### src/wb_pkg.sv
package wb_pkg;

  // Host command opcodes.
  typedef enum logic {
    OP_READ  = 1'b0,
    OP_WRITE = 1'b1
  } wb_op_e;

  typedef enum logic [1:0] {
    ST_IDLE = 2'd0,
    ST_BUS  = 2'd1,
    ST_RESP = 2'd2
  } bridge_state_e;

  localparam int ADDR_W = 32;
  localparam int DATA_W = 32;
  localparam int SEL_W  = 4;

  // Region codes held in the top address byte.
  localparam logic [7:0] SLV_SRAM  = 8'h00;
  localparam logic [7:0] SLV_TIMER = 8'h01;
  localparam logic [7:0] SLV_GPIO  = 8'h02;
  localparam logic [7:0] SLV_IRQ   = 8'hFF;

  localparam int CMD_DEPTH   = 4;   // Equal to the credits the sender starts with.
  localparam int RSP_CREDITS = 2;
  localparam int SRAM_WORDS  = 256;

  localparam logic [1:0] TMR_CTRL   = 2'd0;
  localparam logic [1:0] TMR_LOAD   = 2'd1;
  localparam logic [1:0] TMR_COUNT  = 2'd2;
  localparam logic [1:0] TMR_STATUS = 2'd3;

  localparam logic [1:0] GPIO_OUT    = 2'd0;
  localparam logic [1:0] GPIO_IN     = 2'd1;
  localparam logic [1:0] GPIO_MASK   = 2'd2;
  localparam logic [1:0] GPIO_STATUS = 2'd3;

  localparam int GPIO_W = 8;

endpackage

### src/wb_timer.sv
module wb_timer (
  input  logic                      clk,
  input  logic                      i_arst_n,
  input  logic                      i_cyc,
  input  logic                      i_stb,
  input  logic                      i_we,
  input  logic [wb_pkg::SEL_W-1:0]  i_sel,
  input  logic [wb_pkg::ADDR_W-1:0] i_adr,
  input  logic [wb_pkg::DATA_W-1:0] i_dat,
  output logic                      o_ack,
  output logic [wb_pkg::DATA_W-1:0] o_dat,
  output logic                      o_int
);
  import wb_pkg::*;

  logic [1:0]        ctrl_q;  // Bit 0 runs the counter, bit 1 enables the interrupt.
  logic [DATA_W-1:0] load_q;
  logic [DATA_W-1:0] count_q;
  logic              status_q;
  logic              access;
  logic              wr;
  logic [1:0]        offset;
  logic [DATA_W-1:0] wmask;
  logic [DATA_W-1:0] load_next;

  assign access    = i_cyc & i_stb & ~o_ack;
  assign wr        = access & i_we;
  assign offset    = i_adr[3:2];
  assign load_next = (load_q & ~wmask) | (i_dat & wmask);
  assign o_int     = status_q & ctrl_q[1];

  always_comb begin
    for (int b = 0; b < SEL_W; b++) begin
      wmask[8*b +: 8] = {8{i_sel[b]}};
    end
  end

  always_ff @(posedge clk or negedge i_arst_n) begin
    if (!i_arst_n) begin
      o_ack    <= 1'b0;
      ctrl_q   <= '0;
      load_q   <= '0;
      count_q  <= '0;
      status_q <= 1'b0;
    end else begin
      o_ack <= access;
      if (ctrl_q[0]) begin
        count_q <= (count_q == '0) ? load_q : count_q - 1'b1;
      end
      if (wr) begin
        case (offset)
          TMR_CTRL: begin
            if (i_sel[0]) begin
              ctrl_q <= i_dat[1:0];
            end
          end
          TMR_LOAD: begin
            load_q  <= load_next;
            count_q <= load_next;  // A new reload value restarts the count.
          end
          TMR_STATUS: begin
            if (i_sel[0] && i_dat[0]) begin
              status_q <= 1'b0;
            end
          end
          default: ;
        endcase
      end
      // An expiry in the same cycle as a clear wins, so no event is lost.
      if (ctrl_q[0] && (count_q == '0)) begin
        status_q <= 1'b1;
      end
    end
  end

  always_ff @(posedge clk) begin
    if (access) begin
      case (offset)
        TMR_CTRL:  o_dat <= {{(DATA_W-2){1'b0}}, ctrl_q};
        TMR_LOAD:  o_dat <= load_q;
        TMR_COUNT: o_dat <= count_q;
        default:   o_dat <= {{(DATA_W-1){1'b0}}, status_q};
      endcase
    end
  end

endmodule

### config.mk
export PLATFORM = sky130hd
export DESIGN_NAME = wb_timer
export DESIGN_NICKNAME = d
export VERILOG_FILES = /design/src/wb_pkg.sv /design/src/wb_timer.sv
export SDC_FILE = /design/constraint.sdc
export NUM_CORES = 1
export LEC_CHECK = 0
export BUFFER_PORTS_ARGS = -buffer_cell sky130_fd_sc_hd__buf_2
export CORE_AREA = 4 4 122 124
export DETAILED_ROUTE_END_ITERATION = 6
export DIE_AREA = 0 0 126 128
export PLACE_DENSITY_LB_ADDON = 0.3
export SYNTH_ARGS = -nofsm -noshare
export SYNTH_HDL_FRONTEND = slang
export SYNTH_SLANG_ARGS = --single-unit
### constraint.sdc
create_clock -name clk -period 3.02 [get_ports clk]
set_clock_uncertainty 0.1 [all_clocks]
set_input_delay 0.453 -clock clk [delete_from_list [all_inputs] [get_ports clk]]
set_output_delay 0.453 -clock clk [all_outputs]
set_load 0.005 [all_outputs]
==> summary.txt <==
TIMING
--------------------------------------------------------------------------------------------------------
Number of setup violations in the final report                                                         0
Final total negative setup slack                                                                    0 ps
Highest achievable clock rate                                                                    367 MHz
Final hold violation count                                                                             0
Post-layout worst setup margin                                                                    294 ps
Slew at the pin with the worst max-slew slack                                                     839 ps
Max-slew violation total from the final report                                                         0
Worst hold-check slack                                                                            102 ps
Shortest period the worst path allows                                                            2730 ps
Setup repair after global routing missed its margin                                                false
Period utilization                                                                                 0.903
Relative slew margins                                                                              0.440

CELLS AND AREA
--------------------------------------------------------------------------------------------------------
Highest-count cells in the layout ignoring fill and taps                                    buf_2, dfrtp_1, a21oi_1, mux2_2, edfxtp_1
Area growth from synthesis to layout                                                               17.2%
Nets                                                                                                 638
Core occupancy in the finished layout                                                              0.460
Combined area of the multi-input logic cells                                                    2590 um2
Footprint of the flip-flops and latches                                                         2660 um2
Fillers                                                                                            1,346
Share of final-layout standard cells stronger than drive strength 1                                0.283
Total non-filler cell area in the finished layout                                               6340 um2
Most common cell after layout, fill and taps aside                                                 buf_2
Antenna cell count                                                                                     0

PLACED DESIGN
--------------------------------------------------------------------------------------------------------
Post-DP Area                                                                                    6040 um2
Buffers on Ports                                                                                      76
Gpl congestion                                                                                     0.882
Worst slack at placement                                                                          336 ps
Hpwl dp                                                                                          9720 um

FLOORPLAN
--------------------------------------------------------------------------------------------------------
Height of the chip                                                                                128 um
Full die area                                                                                 16,100 um2
Starting Density                                                                                   0.393
Site row count                                                                                        43
Number of top-level design ports                                                                     107
Floorplan die width                                                                               126 um
Core Region                                                                                   13,800 um2

CLOCKING
--------------------------------------------------------------------------------------------------------
CTS tree                                                                                             yes
Number of setup buffers added after CTS                                                                0
Clock tree sinks                                                                                     100
Hold-fix buffer count after cts                                                                        0
CTS root buffer                                                                                clkbuf_16
Post-cts resize count                                                                                  0
Post-CTS clock slew at the launch and capture registers of the worst setup and hold paths          70 ps
H-tree depth reported by CTS                                                                           3
CTS max path bufs                                                                                      2
Clock latency reported for the late side of the worst-skew pair                                   350 ps
Number of clock buffers inserted by TritonCTS                                                          9

SETUP PATH
--------------------------------------------------------------------------------------------------------
Critical path launch point type                                                                 register
CP max FO                                                                                              5
Critical path start-end classification                                                        reg -> reg
Kind of end point of the critical path                                                          register
Worst path slowest cell                                                                           or4b_1
Worst R2R Setup Slack                                                                             290 ps
Category of cells accounting for the largest share of critical-path delay                   simple AND/OR/NAND/NOR gates
CP Cell Sequence                                                                            inv_1 > ha_1 > or4b_1 > or2_1 > nor3_1 > a211o_1 > a31oi_1 > nor4_1
Required time worst endpoint                                                                     3170 ps
Buffers plus inverters on the worst setup path                                                         1
Crit Reg-Reg Endpoint                                                                       count_q[22]$_DFF_PN0_
FF-to-FF path depth                                                                                    8
Cell count along the critical path                                                                     8
Worst r2r src                                                                               count_q[0]$_DFF_PN0_
Worst Path Arrival                                                                               2880 ps
Worst path max stage delay                                                                        600 ps

SYNTHESIS
--------------------------------------------------------------------------------------------------------
Post-Synthesis Cell Area                                                                        5410 um2
Syn avg cell area                                                                               10.9 um2
Ys Warns                                                                                               0
Most common flop cell mapped by yosys                                                            dfrtp_1
Cell variety after synth                                                                              67
Register area share after synthesis                                                                0.492
FF+latch count, synth                                                                                100
Number of synthesized flops with an enable pin                                                        32
Post-synth net total                                                                                 570
Gate count after technology mapping                                                                  495
Post-synth ARST share                                                                              0.680

GLOBAL ROUTING
--------------------------------------------------------------------------------------------------------
Initial antenna violation count                                                                        0
Total Routing Usage GR                                                                             0.180
First-pass GRT wire length                                                                     23,200 um
Total grt overflow                                                                                     0
Number of global-route vias before repair                                                          4,445
Largest net degree at the start of global routing                                                     40

DRT
--------------------------------------------------------------------------------------------------------
Via count of the routed design                                                                     4,352
Drt drc                                                                                                0
Antenna viol nets, final                                                                               0
Routed length per instance                                                                       19.0 um
Starting DRC count in detailed routing                                                               301
Routed WL                                                                                      14,200 um
Average vias per placed instance                                                                    5.82
Pre-antenna DRT Iters                                                                                  5

POWER AND IR DROP
--------------------------------------------------------------------------------------------------------
Leakage power                                                                                    2.64 nW
Peak supply drop                                                                              0.000288 V
P per Cell Area                                                                               705 nW/um2

RUN
--------------------------------------------------------------------------------------------------------
Number of max-cap violations                                                                           0

OUTCOME
--------------------------------------------------------------------------------------------------------
Outcome                                                                                        completed

WORST HOLD PATH
--------------------------------------------------------------------------------------------------------
Hold Path Class                                                                              in -> async

[final cells by class]
type,count,area share
clock buffer,12,0.0389
clock inverter,4,0.00790
inverter,5,0.00296
multi-input combinational,354,0.408
sequential,100,0.420
tap,180,0.0355
timing repair buffer,93,0.0861
[Yosys cell counts, types with 12 or more instances]
master,number,area [um2]
a22o_1,30,263
o31ai_1,12,90.1
edfxtp_1,32,961
clkbuf_1,24,90.1
mux2_2,32,360
a21oi_1,32,160
nand3_1,17,85.1
nor2_1,25,93.8
nor3_1,20,100
dfrtp_1,68,1700
nand2_1,24,90.1
mux2i_1,28,280
[through the flow]
stage,instances,total power [mW]
finish,748,4.47
global route,748,4.74
CTS,748,4.50
detailed placement,732,3.32
global placement,732,3.26
floorplan,495,2.90
[how the worst max path moves through the flow]
stage	from	slack (ps)	end
finish	count_q[0]$_DFF_PN0_	290	count_q[22]$_DFF_PN0_
global route	count_q[0]$_DFF_PN0_	160	count_q[22]$_DFF_PN0_
CTS	count_q[0]$_DFF_PN0_	320	count_q[22]$_DFF_PN0_
detailed placement	count_q[0]$_DFF_PN0_	340	count_q[22]$_DFF_PN0_
global placement	count_q[15]$_DFF_PN0_	360	count_q[24]$_DFF_PN0_
floorplan	i_cyc	610	o_dat[0]$_DFFE_PP_
[state kept, by name (all words and copies together) (netlist names)]
signal	flops
count_q	32
load_q	32
o_dat	32
ctrl_q	2
o_ack	1
status_q	1
[cells by family after synthesis]
| group | after synthesis | synth area share |
|---|---|---|
| AOI/OAI and AO/OA | 137 | 0.176 |
| xor gates and xnor gates | 12 | 0.0194 |
| adders and majority gates | 2 | 0.00463 |
| buffers and inverters | 41 | 0.0322 |
| DFF | 100 | 0.492 |
| muxes | 61 | 0.123 |
| and+or+nand+nor | 142 | 0.153 |
[metal layers]
metal	vias up	GRT usage	wire, um
met5	-	0	0
met4	0	0.0820	379
met3	26	0.0313	610
met2	103	0.299	6890
met1	2178	0.232	6350
li1	2045	-	-
[power breakdown]
| group | switching (mW) | internal, mW | leakage (nW) | total (mW) |
|---|---|---|---|---|
| clock | 0.501 | 0.665 | 0.139 | 1.17 |
| sequential | 0.335 | 1.68 | 1.17 | 2.01 |
| combinational | 0.690 | 0.603 | 1.34 | 1.29 |
Power figures use the tool's default switching activity.
