<file path="src/wb_pkg.sv">
package wb_pkg;

  // Host command opcodes.
  typedef enum logic {
    OP_READ  = 1'b0,
    OP_WRITE = 1'b1
  } wb_op_e;

  typedef enum logic [1:0] {
    ST_IDLE = 2'd0,
    ST_BUS  = 2'd1,
    ST_RESP = 2'd2
  } bridge_state_e;

  localparam int ADDR_W = 32;
  localparam int DATA_W = 32;
  localparam int SEL_W  = 4;

  // Region codes held in the top address byte.
  localparam logic [7:0] SLV_SRAM  = 8'h00;
  localparam logic [7:0] SLV_TIMER = 8'h01;
  localparam logic [7:0] SLV_GPIO  = 8'h02;
  localparam logic [7:0] SLV_IRQ   = 8'hFF;

  localparam int CMD_DEPTH   = 4;   // Equal to the credits the sender starts with.
  localparam int RSP_CREDITS = 2;
  localparam int SRAM_WORDS  = 256;

  localparam logic [1:0] TMR_CTRL   = 2'd0;
  localparam logic [1:0] TMR_LOAD   = 2'd1;
  localparam logic [1:0] TMR_COUNT  = 2'd2;
  localparam logic [1:0] TMR_STATUS = 2'd3;

  localparam logic [1:0] GPIO_OUT    = 2'd0;
  localparam logic [1:0] GPIO_IN     = 2'd1;
  localparam logic [1:0] GPIO_MASK   = 2'd2;
  localparam logic [1:0] GPIO_STATUS = 2'd3;

  localparam int GPIO_W = 8;

endpackage

</file>
<file path="src/wb_gpio.sv">
module wb_gpio (
  input  logic                      clk,
  input  logic                      i_arst_n,
  input  logic                      i_cyc,
  input  logic                      i_stb,
  input  logic                      i_we,
  input  logic [wb_pkg::SEL_W-1:0]  i_sel,
  input  logic [wb_pkg::ADDR_W-1:0] i_adr,
  input  logic [wb_pkg::DATA_W-1:0] i_dat,
  output logic                      o_ack,
  output logic [wb_pkg::DATA_W-1:0] o_dat,
  output logic                      o_int,
  input  logic [wb_pkg::GPIO_W-1:0] i_gpio_in,
  output logic [wb_pkg::GPIO_W-1:0] o_gpio_out
);
  import wb_pkg::*;

  logic [GPIO_W-1:0] out_q;
  logic [GPIO_W-1:0] mask_q;
  logic [GPIO_W-1:0] status_q;
  logic [GPIO_W-1:0] sync_q1;
  logic [GPIO_W-1:0] sync_q2;
  logic [GPIO_W-1:0] in_prev;
  logic [GPIO_W-1:0] rise;
  logic [GPIO_W-1:0] status_clr;
  logic              access;
  logic              wr;
  logic [1:0]        offset;

  assign access     = i_cyc & i_stb & ~o_ack;
  assign wr         = access & i_we & i_sel[0];  // All pins live in byte lane 0.
  assign offset     = i_adr[3:2];
  assign rise       = sync_q2 & ~in_prev;
  assign status_clr = (wr && (offset == GPIO_STATUS)) ? i_dat[GPIO_W-1:0] : '0;
  assign o_gpio_out = out_q;
  assign o_int      = |(status_q & mask_q);

  always_ff @(posedge clk or negedge i_arst_n) begin
    if (!i_arst_n) begin
      o_ack    <= 1'b0;
      out_q    <= '0;
      mask_q   <= '0;
      status_q <= '0;
      sync_q1  <= '0;
      sync_q2  <= '0;
      in_prev  <= '0;
    end else begin
      o_ack   <= access;
      sync_q1 <= i_gpio_in;  // Pins are asynchronous to the bus clock.
      sync_q2 <= sync_q1;
      in_prev <= sync_q2;
      if (wr && (offset == GPIO_OUT)) begin
        out_q <= i_dat[GPIO_W-1:0];
      end
      if (wr && (offset == GPIO_MASK)) begin
        mask_q <= i_dat[GPIO_W-1:0];
      end
      status_q <= (status_q & ~status_clr) | rise;
    end
  end

  always_ff @(posedge clk) begin
    if (access) begin
      case (offset)
        GPIO_OUT:  o_dat <= {{(DATA_W-GPIO_W){1'b0}}, out_q};
        GPIO_IN:   o_dat <= {{(DATA_W-GPIO_W){1'b0}}, sync_q2};
        GPIO_MASK: o_dat <= {{(DATA_W-GPIO_W){1'b0}}, mask_q};
        default:   o_dat <= {{(DATA_W-GPIO_W){1'b0}}, status_q};
      endcase
    end
  end

endmodule

</file>
<file path="config.mk">
export PLATFORM = sky130hd
export DESIGN_NAME = wb_gpio
export DESIGN_NICKNAME = d
export VERILOG_FILES = /design/src/wb_pkg.sv /design/src/wb_gpio.sv
export SDC_FILE = /design/constraint.sdc
export NUM_CORES = 1
export LEC_CHECK = 0
export BUFFER_PORTS_ARGS = -buffer_cell sky130_fd_sc_hd__buf_4
export CORE_MARGIN = 4
export CORE_UTILIZATION = 40
export CTS_CLUSTER_SIZE = 14
export DETAILED_ROUTE_END_ITERATION = 10
export HOLD_SLACK_MARGIN = 0.06
export PLACE_DENSITY = 0.79
export SETUP_SLACK_MARGIN = 0.3
export SYNTH_ARGS = -nofsm -noshare
export SYNTH_HDL_FRONTEND = slang
export SYNTH_SLANG_ARGS = --single-unit
</file>
<file path="constraint.sdc">
create_clock -name clk -period 1.8 [get_ports clk]
set_input_delay 0.18 -clock clk [delete_from_list [all_inputs] [get_ports clk]]
set_output_delay 0.18 -clock clk [all_outputs]
set_load 0.01 [all_outputs]
</file>
==> summary.md <==
| Metric | Value |
|---|---|
| Seq pwr share | `50.4%` |
| GR Util All Layers | `roughly an eighth` |
| Cell Area, Synth | `0.00229 mm2` |
| Vias | `about 1,300` |
| DR DRC count | `0` |
| P per Cell Area | `1020 mW/mm2` |
| Drt total wl | `4.28 mm` |
| Register area share after synthesis | `64.0%` |
| FF+latch area | `between 0.001 and 0.0015 mm2` |
| Synthesized flop and latch total | `57` |
| Final Hold Fails | `0` |
| Num CTS Buffers | `9` |
| FF-to-FF setup slack | `approximately 130 ps` |
| Max Freq | `598 MHz` |
| Clock Skew | `~6.8 ps` |
| Pleak | `1.38 nW` |
| Worst-path clk slew | `60 ps` |
| Clock Latency Late Sink | `330 ps` |
| Initial drt markers | `42` |
| Switching Fraction | `23.8%` |
| Maximum number of pins on one net before global-route repair | `50` |
| IO Pins | `123` |
| Min Tclk post-route | `about 1700 ps` |
| R2r endpoint | `o_gpio_out[7]` |
| Status | `completed` |
| Cell variety after synth | `19` |
| CTS max path bufs | `2` |
| Final Setup Violations | `0` |
| Clock power frac | `34.9%` |
| Post-Layout Cell Count | `282` |
| Die area | `0.00701 mm2` |
| Initial core utilization | `~41%` |
| ANT nets after route | `0` |
| CTS sink cnt | `57` |
| Startpoint Class | `flop` |
| Setup CP Type | `flop to flop` |
| Die Wd | `83.7 um` |
| Die Y | `83.7 um` |
| Final setup TNS | `0 ps` |
| M2 GR Usage | `19.7%` |
| CP Capture Point | `o_gpio_out[7]` |
| Mapped Cells | `around 150` |
| DR vias/cell | `4.67` |
| CP Cell Sequence | `and3b_2 -> or4b_4 -> buf_8 -> mux2_4` |
| Worst-path fanout max | `8` |
| Max-Cap Viols | `0` |
| XOR/XNOR Fraction of Synth Area | `0%` |
| Drt pass-1 iters | `4` |
| Area Overhead vs Synth | `27.6%` |
| CORE AREA | `0.00554 mm2` |
| Reg2reg path depth | `4` |
| Max_slew headroom | `60.1%` |
| Largest family of logic cells by synthesized area | `multiplexers` |
| Unrepaired setup endpoints after global routing | `yes` |
| Total Nets Final | `286` |
| Simple-gate share of the synthesized area | `3.93%` |
| CTS tree | `yes` |
| CP max-delay cell | `or4b_4` |
| Wirelength per Cell | `15.2 um` |
| Share of cells above drive strength 1 | `a little over two fifths` |
| Clk root buf | `clkbuf_8` |
| Post-synthesis compound-gate area fraction | `roughly 4.4%` |
| Grt ovf | `0` |
| CP startpoint | `o_ack` |
| Peak supply drop | `0.579 mV` |
| Yosys Warn Count | `0` |
| Number of diodes | `0` |
| Worst-Margin Slew | `around 600 ps` |
| Multi-input gate area | `719 um2` |
| H-tree level count | `3` |
| Layout fillers | `approximately 480` |
| Worst r2r src | `o_ack` |
| Final Cycle Share | `92.9%` |
| RD Place Congestion | `roughly 0.78` |
| Global Route met3 Usage | `4.74%` |
| Initial antenna violation count | `0` |
| Post-synthesis mux area share | `17.0%` |
| CP Capture Type | `flop` |
| Int Pwr | `around 2.3 mW` |
| Psw | `0.709 mW` |
| Dpl cells | `254` |
| Fin. max-slew vios | `0` |
| Req. time, crit path | `2010 ps` |
| Hold crit path type | `primary input to flop` |
| PortBufs | `between 40 and 50` |
| CP arrival | `1880 ps` |
| Row count | `27` |
| First-pass GRT wire length | `6.87 mm` |
| Vias in the first global route | `1,394` |
| CP max stage delay | `470 ps` |
| Hpwl dp | `2.89 mm` |
| Gate power share | `14.7%` |
| Global routing usage on met1 | `16.0%` |
| Area share of fa/ha/maj cells after synthesis | `0%` |
| WHS | `97.9 ps` |
| Avg Inst Size Synth | `15.7 um2` |
| Grt peak-use layer | `met2` |
==> cell usage after synthesis (all sizes together) <==
cell    instances  area, um2
or4b            1       10.0
a22o            8       70.1
nand2           1       3.75
inv             8       30.0
a22oi           4       30.0
and3b           1       8.76
clkbuf          1       3.75
nand4           1       6.26
conb            1       3.75
mux2           16        210
nand3           8       40.0
mux4            8        180
and4            1       8.76
dfrtp          49       1230
edfxtp          8        240
and4bb          1       12.5
buf            29        208
==> worst max-delay path: cells and delay by family, from the launching register on <==
family / cells / cell delay (ps)
AND/OR/NAND/NOR: 2 / 720
flip-flops: 1 / 370
multiplexers: 1 / 290
buffers and inverters: 1 / 170
==> metal layers <==
layer	vias to the layer above	part of all wire, %
met5	-	0
met4	0	2.0
met3	8	7.6
met2	54	49
met1	667	41
li1	589	-
==> power by group through the flow <==
stage / sequential, mW / combinational (mW) / clock (mW)
floorplan: 1.52 / 0.256 / 0
global placement: 1.51 / 0.397 / 0
detailed placement: 1.52 / 0.409 / 0
CTS: 1.50 / 0.428 / 1.07
global route: 1.51 / 0.472 / 1.14
finish: 1.50 / 0.436 / 1.04
==> worst min path at each step <==
stage	slack (ps)	end	from	cells past startpoint
2_1_floorplan	-120	in_prev[0]	i_arst_n	0
3_3_place_gp	230	sync_q1[2]	i_arst_n	1
3_5_place_dp	240	sync_q1[2]	i_arst_n	1
4_1_cts	80	o_gpio_out[0]	i_dat[0]	2
5_1_grt	80	o_gpio_out[0]	i_dat[0]	2
6_report	100	mask_q[7]	i_dat[7]	2
==> cell families (layout without fill, tap and decap cells) <==
| kind of cell | count (synthesis) | in the layout |
|---|---|---|
| mux | 24 | 24 |
| compound gates | 12 | 12 |
| simple gates | 14 | 14 |
| flops | 57 | 57 |
| other cells | 1 | 24 |
| buf+inv | 38 | 79 |
==> flip-flops by register name, summed over array words and instances, names as in the netlist <==
signal / flops
in_prev: 8
sync_q1: 8
mask_q: 8
o_gpio_out: 8
o_ack: 1
o_dat: 8
sync_q2: 8
status_q: 8
==> layout make-up <==
type | count | share of cell area, %
sequential | 57 | 50.1
inverter | 8 | 1.03
clock buffer | 14 | 5.56
tap | 72 | 3.08
multi-input combinational | 74 | 24.6
clock inverter | 2 | 0.428
timing repair buffer | 55 | 15.1
==> layout by cell type (no fill, tap or decap), types with 2 or more instances in the layout <==
cell,instances
dlygate4sd3_1,9
mux2_4,16
conb_1,24
a22oi_1,2
inv_1,8
clkbuf_8,11
clkbuf_1,3
mux4_2,8
a22o_1,8
edfxtp_1,8
buf_4,45
nand3_1,8
dfrtp_1,49
a22oi_2,2
==> per-stage QoR <==
stage	util, %	total power [mW]	setup slack [ps]	instance area (um2)
6_report	52.8	2.97	129	2920
5_1_grt	52.8	3.12	91.5	2920
4_1_cts	52.1	3.00	101	2890
3_5_place_dp	47.0	1.93	66.3	2610
3_3_place_gp	47.0	1.91	140	2610
2_1_floorplan	-	1.78	153	2420
==> repair_timing <==
item | in CTS | in global routing
endpoints found under the setup margin | 17 | 17
gates resized for setup | 4 | 4
cloned | 0 | 0
hold endpoints to repair | 57 | 0
buffers inserted | 0 | 3
hold buffers | 9 | 0
pin swaps | 0 | 2
No activity file was read; power rests on OpenSTA's default activity.
