===== src/wb_pkg.sv =====
package wb_pkg;

  // Host command opcodes.
  typedef enum logic {
    OP_READ  = 1'b0,
    OP_WRITE = 1'b1
  } wb_op_e;

  typedef enum logic [1:0] {
    ST_IDLE = 2'd0,
    ST_BUS  = 2'd1,
    ST_RESP = 2'd2
  } bridge_state_e;

  localparam int ADDR_W = 32;
  localparam int DATA_W = 32;
  localparam int SEL_W  = 4;

  // Region codes held in the top address byte.
  localparam logic [7:0] SLV_SRAM  = 8'h00;
  localparam logic [7:0] SLV_TIMER = 8'h01;
  localparam logic [7:0] SLV_GPIO  = 8'h02;
  localparam logic [7:0] SLV_IRQ   = 8'hFF;

  localparam int CMD_DEPTH   = 4;   // Equal to the credits the sender starts with.
  localparam int RSP_CREDITS = 2;
  localparam int SRAM_WORDS  = 256;

  localparam logic [1:0] TMR_CTRL   = 2'd0;
  localparam logic [1:0] TMR_LOAD   = 2'd1;
  localparam logic [1:0] TMR_COUNT  = 2'd2;
  localparam logic [1:0] TMR_STATUS = 2'd3;

  localparam logic [1:0] GPIO_OUT    = 2'd0;
  localparam logic [1:0] GPIO_IN     = 2'd1;
  localparam logic [1:0] GPIO_MASK   = 2'd2;
  localparam logic [1:0] GPIO_STATUS = 2'd3;

  localparam int GPIO_W = 8;

endpackage


===== src/wb_host_bridge.sv =====
module wb_host_bridge (
  input  logic                      clk,
  input  logic                      i_arst_n,
  input  logic                      i_cmd_valid,
  input  wb_pkg::wb_op_e            i_cmd_op,
  input  logic [wb_pkg::ADDR_W-1:0] i_cmd_adr,
  input  logic [wb_pkg::SEL_W-1:0]  i_cmd_sel,
  input  logic [wb_pkg::DATA_W-1:0] i_cmd_dat,
  output logic                      o_cmd_credit,
  input  logic                      i_rsp_credit,
  output logic                      o_rsp_valid,
  output logic [wb_pkg::DATA_W-1:0] o_rsp_dat,
  output logic                      o_rsp_err,
  output logic                      o_m_cyc,
  output logic                      o_m_stb,
  output logic                      o_m_we,
  output logic [wb_pkg::SEL_W-1:0]  o_m_sel,
  output logic [wb_pkg::ADDR_W-1:0] o_m_adr,
  output logic [wb_pkg::DATA_W-1:0] o_m_dat,
  input  logic                      i_m_ack,
  input  logic                      i_m_err,
  input  logic [wb_pkg::DATA_W-1:0] i_m_dat
);
  import wb_pkg::*;

  wb_op_e                           q_op  [CMD_DEPTH];
  logic [ADDR_W-1:0]                q_adr [CMD_DEPTH];
  logic [SEL_W-1:0]                 q_sel [CMD_DEPTH];
  logic [DATA_W-1:0]                q_dat [CMD_DEPTH];
  logic [$clog2(CMD_DEPTH)-1:0]     wr_ptr;
  logic [$clog2(CMD_DEPTH)-1:0]     rd_ptr;
  logic [$clog2(CMD_DEPTH+1)-1:0]   q_count;
  logic [$clog2(RSP_CREDITS+1)-1:0] rsp_credits;
  bridge_state_e                    state;
  logic                             push;
  logic                             pop;

  // The sender never overruns its credits, so the full check only guards the pointers.
  assign push = i_cmd_valid & (q_count != ($clog2(CMD_DEPTH+1))'(CMD_DEPTH));
  assign pop  = (state == ST_IDLE) & (q_count != '0) & (rsp_credits != '0);

  assign o_cmd_credit = pop;  // Queue slot freed.
  assign o_m_cyc      = (state == ST_BUS);
  assign o_m_stb      = (state == ST_BUS);
  assign o_rsp_valid  = (state == ST_RESP);

  always_ff @(posedge clk) begin
    if (push) begin
      q_op[wr_ptr]  <= i_cmd_op;
      q_adr[wr_ptr] <= i_cmd_adr;
      q_sel[wr_ptr] <= i_cmd_sel;
      q_dat[wr_ptr] <= i_cmd_dat;
    end
  end

  always_ff @(posedge clk or negedge i_arst_n) begin
    if (!i_arst_n) begin
      wr_ptr      <= '0;
      rd_ptr      <= '0;
      q_count     <= '0;
      rsp_credits <= ($clog2(RSP_CREDITS+1))'(RSP_CREDITS);
      state       <= ST_IDLE;
    end else begin
      if (push) begin
        wr_ptr <= wr_ptr + 1'b1;
      end
      if (pop) begin
        rd_ptr <= rd_ptr + 1'b1;
      end
      case ({push, pop})
        2'b10:   q_count <= q_count + 1'b1;
        2'b01:   q_count <= q_count - 1'b1;
        default: q_count <= q_count;
      endcase
      // A credit is spent on each response and returned by the host.
      case ({i_rsp_credit, o_rsp_valid})
        2'b10:   rsp_credits <= rsp_credits + 1'b1;
        2'b01:   rsp_credits <= rsp_credits - 1'b1;
        default: rsp_credits <= rsp_credits;
      endcase
      case (state)
        ST_IDLE: begin
          if (pop) begin
            state <= ST_BUS;
          end
        end
        ST_BUS: begin
          if (i_m_ack | i_m_err) begin
            state <= ST_RESP;
          end
        end
        default: state <= ST_IDLE;
      endcase
    end
  end

  always_ff @(posedge clk) begin
    if (pop) begin
      o_m_we  <= (q_op[rd_ptr] == OP_WRITE);
      o_m_sel <= q_sel[rd_ptr];
      o_m_adr <= q_adr[rd_ptr];
      o_m_dat <= q_dat[rd_ptr];
    end
    if ((state == ST_BUS) && (i_m_ack || i_m_err)) begin
      o_rsp_dat <= i_m_dat;
      o_rsp_err <= i_m_err;
    end
  end

endmodule


===== config.mk =====
export PLATFORM = sky130hd
export DESIGN_NAME = wb_host_bridge
export DESIGN_NICKNAME = d
export VERILOG_FILES = /design/src/wb_pkg.sv /design/src/wb_host_bridge.sv
export SDC_FILE = /design/constraint.sdc
export NUM_CORES = 1
export LEC_CHECK = 0
export ABC_AREA = 0
export BUFFER_PORTS_ARGS = -buffer_cell sky130_fd_sc_hd__buf_2
export CAP_MARGIN = 25
export CELL_PAD_IN_SITES_DETAIL_PLACEMENT = 0
export CELL_PAD_IN_SITES_GLOBAL_PLACEMENT = 1
export CORE_MARGIN = 3
export CORE_UTILIZATION = 35
export CTS_BUF_LIST = sky130_fd_sc_hd__clkbuf_16
export CTS_CLUSTER_DIAMETER = 150
export DETAILED_ROUTE_END_ITERATION = 10
export PLACE_DENSITY_LB_ADDON = 0.1
export SYNTH_ARGS = -nofsm -noshare
export SYNTH_HDL_FRONTEND = slang
export SYNTH_SLANG_ARGS = --single-unit

===== constraint.sdc =====
create_clock -name clk -period 5.1 [get_ports clk]
set_input_delay 1.02 -clock clk [delete_from_list [all_inputs] [get_ports clk]]
set_output_delay 1.02 -clock clk [all_outputs]
set_load 0.03 [all_outputs]

==> results of run 1 <==
## state kept, by name, indices dropped and copies added, names as in the netlist
register / cells
q_adr: 128
q_dat: 128
o_m_adr: 32
o_m_dat: 32
o_rsp_dat: 32
q_sel: 16
o_m_sel: 4
q_op: 4
q_count: 3
rd_ptr: 2
rsp_credits: 2
state: 2
wr_ptr: 2
o_m_we: 1
o_rsp_err: 1
## logic make-up (layout without fill, tap and decap cells)
group,Yosys count,after routing,synth area share
XOR/XNOR,9,9,0.00573
flip-flops,389,389,0.846
adder cells (fa/ha/maj),7,7,0.00692
buffers and inverters,25,308,0.0166
AND/OR/NAND/NOR,16,16,0.00819
multiplexers,71,71,0.115
AO/OA/AOI/OAI,2,2,0.00209
## where the power goes
group / leakage, nW / internal [mW] / switching, mW
logic: 1.55 / 1.03 / 1.89
clock network: 0.692 / 1.71 / 1.19
registers: 3.62 / 4.66 / 0.379
total: 5.86 / 7.40 / 3.46
## Yosys cell counts, types with 4 or more instances
master    count
mux4_2       68
buf_2         7
nor2_1        5
xnor2_1       4
edfxtp_1    378
and2_1        4
buf_12        7
xor2_1        5
inv_1         8
dfrtp_1      10
nor2b_1       4
ha_1          6
## area by class of cell
class                      instances  area (sq um)  area share
multi-input combinational        105          1910       0.114
clock inverter                    33           234      0.0140
inverter                           8          30.0     0.00179
sequential                       389         11600       0.695
timing repair buffer             223          1180      0.0708
clock buffer                      44          1100      0.0658
tap                              511           639      0.0382
## worst register-to-register path, delay by kind of cell, from the launching register on
family | cells | cell delay (ps)
XOR/XNOR | 2 | 320
adder cells (fa/ha/maj) | 2 | 640
buffers and inverters | 2 | 440
flip-flops | 1 | 530
AND/OR/NAND/NOR | 3 | 440
## worst paths after layout
path                           startpoint  slack [ps]              to
max                        rsp_credits[1]        2340    o_cmd_credit
min                              i_arst_n         360       rd_ptr[0]
max reg2reg                rsp_credits[1]        2650      q_count[2]
min reg2reg                rsp_credits[0]         510  rsp_credits[0]
max in group asynchronous        i_arst_n        4450  rsp_credits[1]
min in group clk           rsp_credits[0]         510  rsp_credits[0]
## routing by layer
layer	global-route usage	up-vias
met5	0	-
met4	0.0359	8
met3	0.0379	55
met2	0.230	204
met1	0.172	3139
li1	-	2683
## stage by stage
stage / util / hold WS [ps] / std cells / cell area (sq um) / setup WS (ps)
5_1_grt: 0.438 / 360 / 1313 / 16700 / 2260
6_report: 0.438 / 360 / 1313 / 16700 / 2340
3_5_place_dp: 0.402 / 509 / 1235 / 15400 / 2030
4_1_cts: 0.437 / 351 / 1312 / 16700 / 2280
3_3_place_gp: 0.402 / 504 / 1234 / 15300 / 2090
2_1_floorplan: - / 486 / 519 / 13700 / 551
==> flow_metrics.env, run 1 <==
export IMPL_cts_tree="yes"
export IMPL_r2r_cells=9
export IMPL_critical_path_slowest_cell="dfstp_2"
export IMPL_clockBufferDepth=3
export IMPL_grt_util_all_layers=0.135
export IMPL_setup_violations=0
export IMPL_cts_sinks=389
export IMPL_die_area_sq_mm=0.0417
export IMPL_grt_pass1_wl_mm=42.4
export IMPL_vdd_drop_max_uv=429
export IMPL_wire_per_inst_um=21.5
export IMPL_hp_class="in -> async"
export IMPL_cts_root_buf="clkbuf_16"
export IMPL_cts_setup_buffers=0
export IMPL_first_iter_violations=305
export IMPL_crit_path_max_fanout=3
export IMPL_yosysSeqAreaShare=0.846
export IMPL_area_growth_pct=21.7
export IMPL_grt_overflow=0
export IMPL_ant_nets=0
export IMPL_tightest_slew_ps=926
export IMPL_cp_depth=3
export IMPL_core_sq_mm=0.0382
export IMPL_outcome="finished clean"
export IMPL_cts_htree_levels=2
export IMPL_drc=0
export IMPL_power_density_mw_per_mm2=649
export IMPL_viasPerCell=4.64
export IMPL_fin_skew_ps=18.4
export IMPL_cts_resized=0
export IMPL_gp_congestion=0.706
export IMPL_clk_latency_ps=540
export IMPL_power_total_mw=10.9
export IMPL_total_leakage_power_nw=5.86
export IMPL_firstDrtPassIters=5
export IMPL_hpwl_mm=17.2
export IMPL_synth_fp_nets=633
export IMPL_yosysTopAreaCellShare=0.826
export IMPL_synth_cell_types=25
export IMPL_mostFrequentLayoutCells="378 x edfxtp_1, 212 x buf_2, 68 x mux4_2, 44 x clkbuf_16, 19 x inv_1"
export IMPL_cts_hold_buf=0
export IMPL_async_flop_share=0.0283
export IMPL_nFillCells=3344
export IMPL_met1_length_mm=11.5
export IMPL_dr_total_vias=6089
export IMPL_ys_warnings_count=0
export IMPL_tns_ps=0
export IMPL_grt_max_degree=62
export IMPL_final_common_cell="edfxtp_1"
export IMPL_die_y_um=204
export IMPL_diodes=0
export IMPL_layout_nets=884
export IMPL_grt_pass1_vias=6784
export IMPL_syn_inst=519
export IMPL_io_buffers=212
export IMPL_crit_path_cell_trace="nor2_1, nor4_4, buf_2"
export IMPL_met3_length_mm=1.89
export IMPL_maxCapViolCount=0
export IMPL_ioPinCount=213
export IMPL_cts_made_buffers=43
export IMPL_period_share=0.542
export IMPL_critical_path_top_delay_family="flip-flops"
export IMPL_layout_drive_gt1_share=0.448
export IMPL_rsz0062_at_grt="no"
export IMPL_crit_type="reg -> out"
export IMPL_hold_viol_final=0
export IMPL_routed_top_layer="met5"
export IMPL_post_route_min_period_ps=2760
export IMPL_die_x_um=204
export IMPL_cp_arrival_ps=1740
export IMPL_slew_violations=0
export IMPL_wl_met2_mm=14.2
export IMPL_post_synth_cell_area_avg_sq_um=26.5
export IMPL_synth_area_top_cells="edfxtp_1 83%, mux4_2 11%, dfrtp_1 1.8%"
export IMPL_synthFlopType="edfxtp_1"
export IMPL_syn_area_sq_mm=0.0137
export IMPL_antenna_found_initial=4
export IMPL_crit_buf_inv=1
export IMPL_finalWirelength_mm=28.3
export IMPL_synth_largest_area_cell="edfxtp_1"
export IMPL_crit_path_end_kind="primary output"
export IMPL_worstPathRequired_ps=4080
export IMPL_max_freq_mhz=362
export IMPL_start_kind="register"
export IMPL_critPathMaxStageDelay_ps=530
export IMPL_clkTransAtPathRegs_ps=60
export IMPL_fp_row_count=71
export IMPL_ys_seq_elements=389
export IMPL_synth_edf_count=378
export IMPL_slew_headroom=0.382
export IMPL_initial_core_util=0.360
Note: power is estimated with default switching activity, not from simulation.
==> inputs of run 2 (changes only) <==
clock period = 2.2 ns   (was 5.1 ns; I/O delays follow)
==> run 2 against run 1 <==
Core utilization grew 0.79 points; critical path type unchanged; total power grew 140%; largest power group unchanged; register-to-register slack lost 2500 ps; clock power grew 130%; die area is the same; global-route usage grew 0.21 points.
==> flow_metrics.env, run 2 (synthesized netlist as in run 1, its figures left out) <==
export IMPL_ioPinCount=213
export IMPL_pwr_share_comb=0.298
export IMPL_hold_viol_final=0
export IMPL_hpwl_mm=17.6
export IMPL_post_route_util=0.446
export IMPL_cts_made_buffers=42
export IMPL_fin_ws_ps=109
export IMPL_nFillCells=3277
export IMPL_r2r_cells=9
export IMPL_placed_cells=1247
export IMPL_crit_path_max_fanout=2
export IMPL_ant_nets=0
export IMPL_outcome="finished clean"
export IMPL_antenna_found_initial=4
export IMPL_power_density_mw_per_mm2=1510
export IMPL_rsz0062_at_grt="no"
export IMPL_hold_depth=1
export IMPL_cts_tree="yes"
export IMPL_maxCapViolCount=0
export IMPL_wire_per_inst_um=21.4
export IMPL_layout_drive_gt1_share=0.461
export IMPL_grt_max_degree=44
export IMPL_place_ws_ps=166
export IMPL_cp_arrival_ps=1650
export IMPL_fin_skew_ps=13.0
export IMPL_critical_path_startpoint="q_count[1]"
export IMPL_firstDrtPassIters=4
export IMPL_vdd_drop_max_uv=637
export IMPL_tightest_slew_ps=443
export IMPL_clockBufferDepth=3
export IMPL_setup_violations=0
export IMPL_fin_hold_ws_ps=84.3
export IMPL_initial_core_util=0.360
export IMPL_cts_htree_levels=2
export IMPL_slew_headroom=0.705
export IMPL_worstPathRequired_ps=1760
export IMPL_die_area_sq_mm=0.0417
export IMPL_swShare=0.312
export IMPL_internal_power_mw=17.7
export IMPL_fin_cells=1328
export IMPL_critPathCapture="o_cmd_credit"
export IMPL_diodes=0
export IMPL_slew_violations=0
export IMPL_viasPerCell=4.64
export IMPL_grt_util_all_layers=0.138
export IMPL_reg_largest_list="q_adr x128, q_dat x128"
export IMPL_hp_class="in -> reg"
export IMPL_fp_row_count=71
export IMPL_layout_nets=903
export IMPL_start_kind="register"
export IMPL_cts_root_buf="clkbuf_16"
export IMPL_power_total_mw=25.7
export IMPL_crit_path_end_kind="primary output"
export IMPL_reg2reg_slack_ps=130
export IMPL_grt_pass1_vias=6936
export IMPL_area_growth_pct=23.9
export IMPL_seq_power_share=0.444
export IMPL_die_x_um=204
export IMPL_clk_latency_ps=530
export IMPL_crit_type="reg -> out"
export IMPL_period_share=0.950
export IMPL_final_common_cell="edfxtp_1"
export IMPL_drc=0
export IMPL_r2r_start="q_count[1]"
export IMPL_first_iter_violations=309
export IMPL_p_clk_frac=0.258
export IMPL_grt_pass1_wl_mm=42.6
export IMPL_total_leakage_power_nw=5.98
export IMPL_mostFrequentLayoutCells="378 x edfxtp_1, 211 x buf_2, 68 x mux4_2, 45 x clkbuf_16, 19 x inv_1"
export IMPL_grt_overflow=0
export IMPL_dr_total_vias=6160
export IMPL_p_sw_mw=8.02
export IMPL_cts_sinks=389
export IMPL_die_y_um=204
export IMPL_finalWirelength_mm=28.4
export IMPL_max_freq_mhz=478
export IMPL_r2r_end="q_count[2]"
export IMPL_io_buffers=212
export IMPL_post_route_min_period_ps=2090
export IMPL_clkTransAtPathRegs_ps=60
export IMPL_gp_congestion=0.716
export IMPL_core_sq_mm=0.0382
run 2: changes by cell type in the layout (fill, tap and decap cells not counted), moves of 2 or more:
cell and change:
buf_12 +13, buf_16 -2, buf_4 +7, clkinv_2 -4
run 2: worst min-delay path by stage:
stage                startpoint             end  slack [ps]
floorplan              i_arst_n      q_count[0]         140
global placement       i_arst_n  rsp_credits[0]         340
detailed placement     i_arst_n        state[1]         350
CTS                  i_m_dat[6]    o_rsp_dat[6]          50
global route        i_m_dat[31]   o_rsp_dat[31]          60
finish               i_m_dat[9]    o_rsp_dat[9]          80
run 2: power groups by stage:
stage                     Sequential [mW]  Clock, mW  Combinational, mW
after floorplan                      13.1          0               3.45
after global placement               11.5          0               7.43
after detailed placement             11.6          0               7.50
after CTS                            11.5       6.86               7.86
after global routing                 11.6       7.18               8.23
final                                11.4       6.62               7.65
run 2: per-layer routing:
metal  global-route usage  vias up  part of all wire
li1                     -     2720                 -
met4               0.0418        8             0.022
met1                0.180     3206              0.42
met5                    0        -            0.0023
met2                0.225      170              0.49
met3               0.0398       56             0.062
run 2: worst max-delay path, cell delays in order (launching register included):
cell,delay [ps]
dfrtp_1,380
nor3_2,70
nor4_4,360
buf_12,170
buf_8,120
run 2: cell type report:
| cell class | instances | area [sq um] | area share |
|---|---|---|---|
| clock buffers | 45 | 1130 | 0.0661 |
| well taps | 511 | 639 | 0.0375 |
| repair buffers | 243 | 1490 | 0.0877 |
| multi-input cells | 105 | 1920 | 0.113 |
| inverters | 8 | 30.0 | 0.00176 |
| clock inverters | 27 | 188 | 0.0110 |
| flip-flops and latches | 389 | 11600 | 0.683 |
run 2: per-stage QoR:
step / area (sq um) / TNS [ps]
6_report: 17000 / 0
5_1_grt: 17000 / 0
4_1_cts: 17000 / -58.7
3_5_place_dp: 15600 / 0
3_3_place_gp: 15600 / 0
2_1_floorplan: 13800 / -109230
run 2: repair_timing:
action                                  in CTS  in global routing
hold buffers                                 1                  0
pin swaps                                    1                  3
endpoints found under the setup margin       1                  2
endpoints found under the hold margin       10                  0
setup buffers                                4                  3
gates cloned                                 1                  0
resized for setup                            7                  2
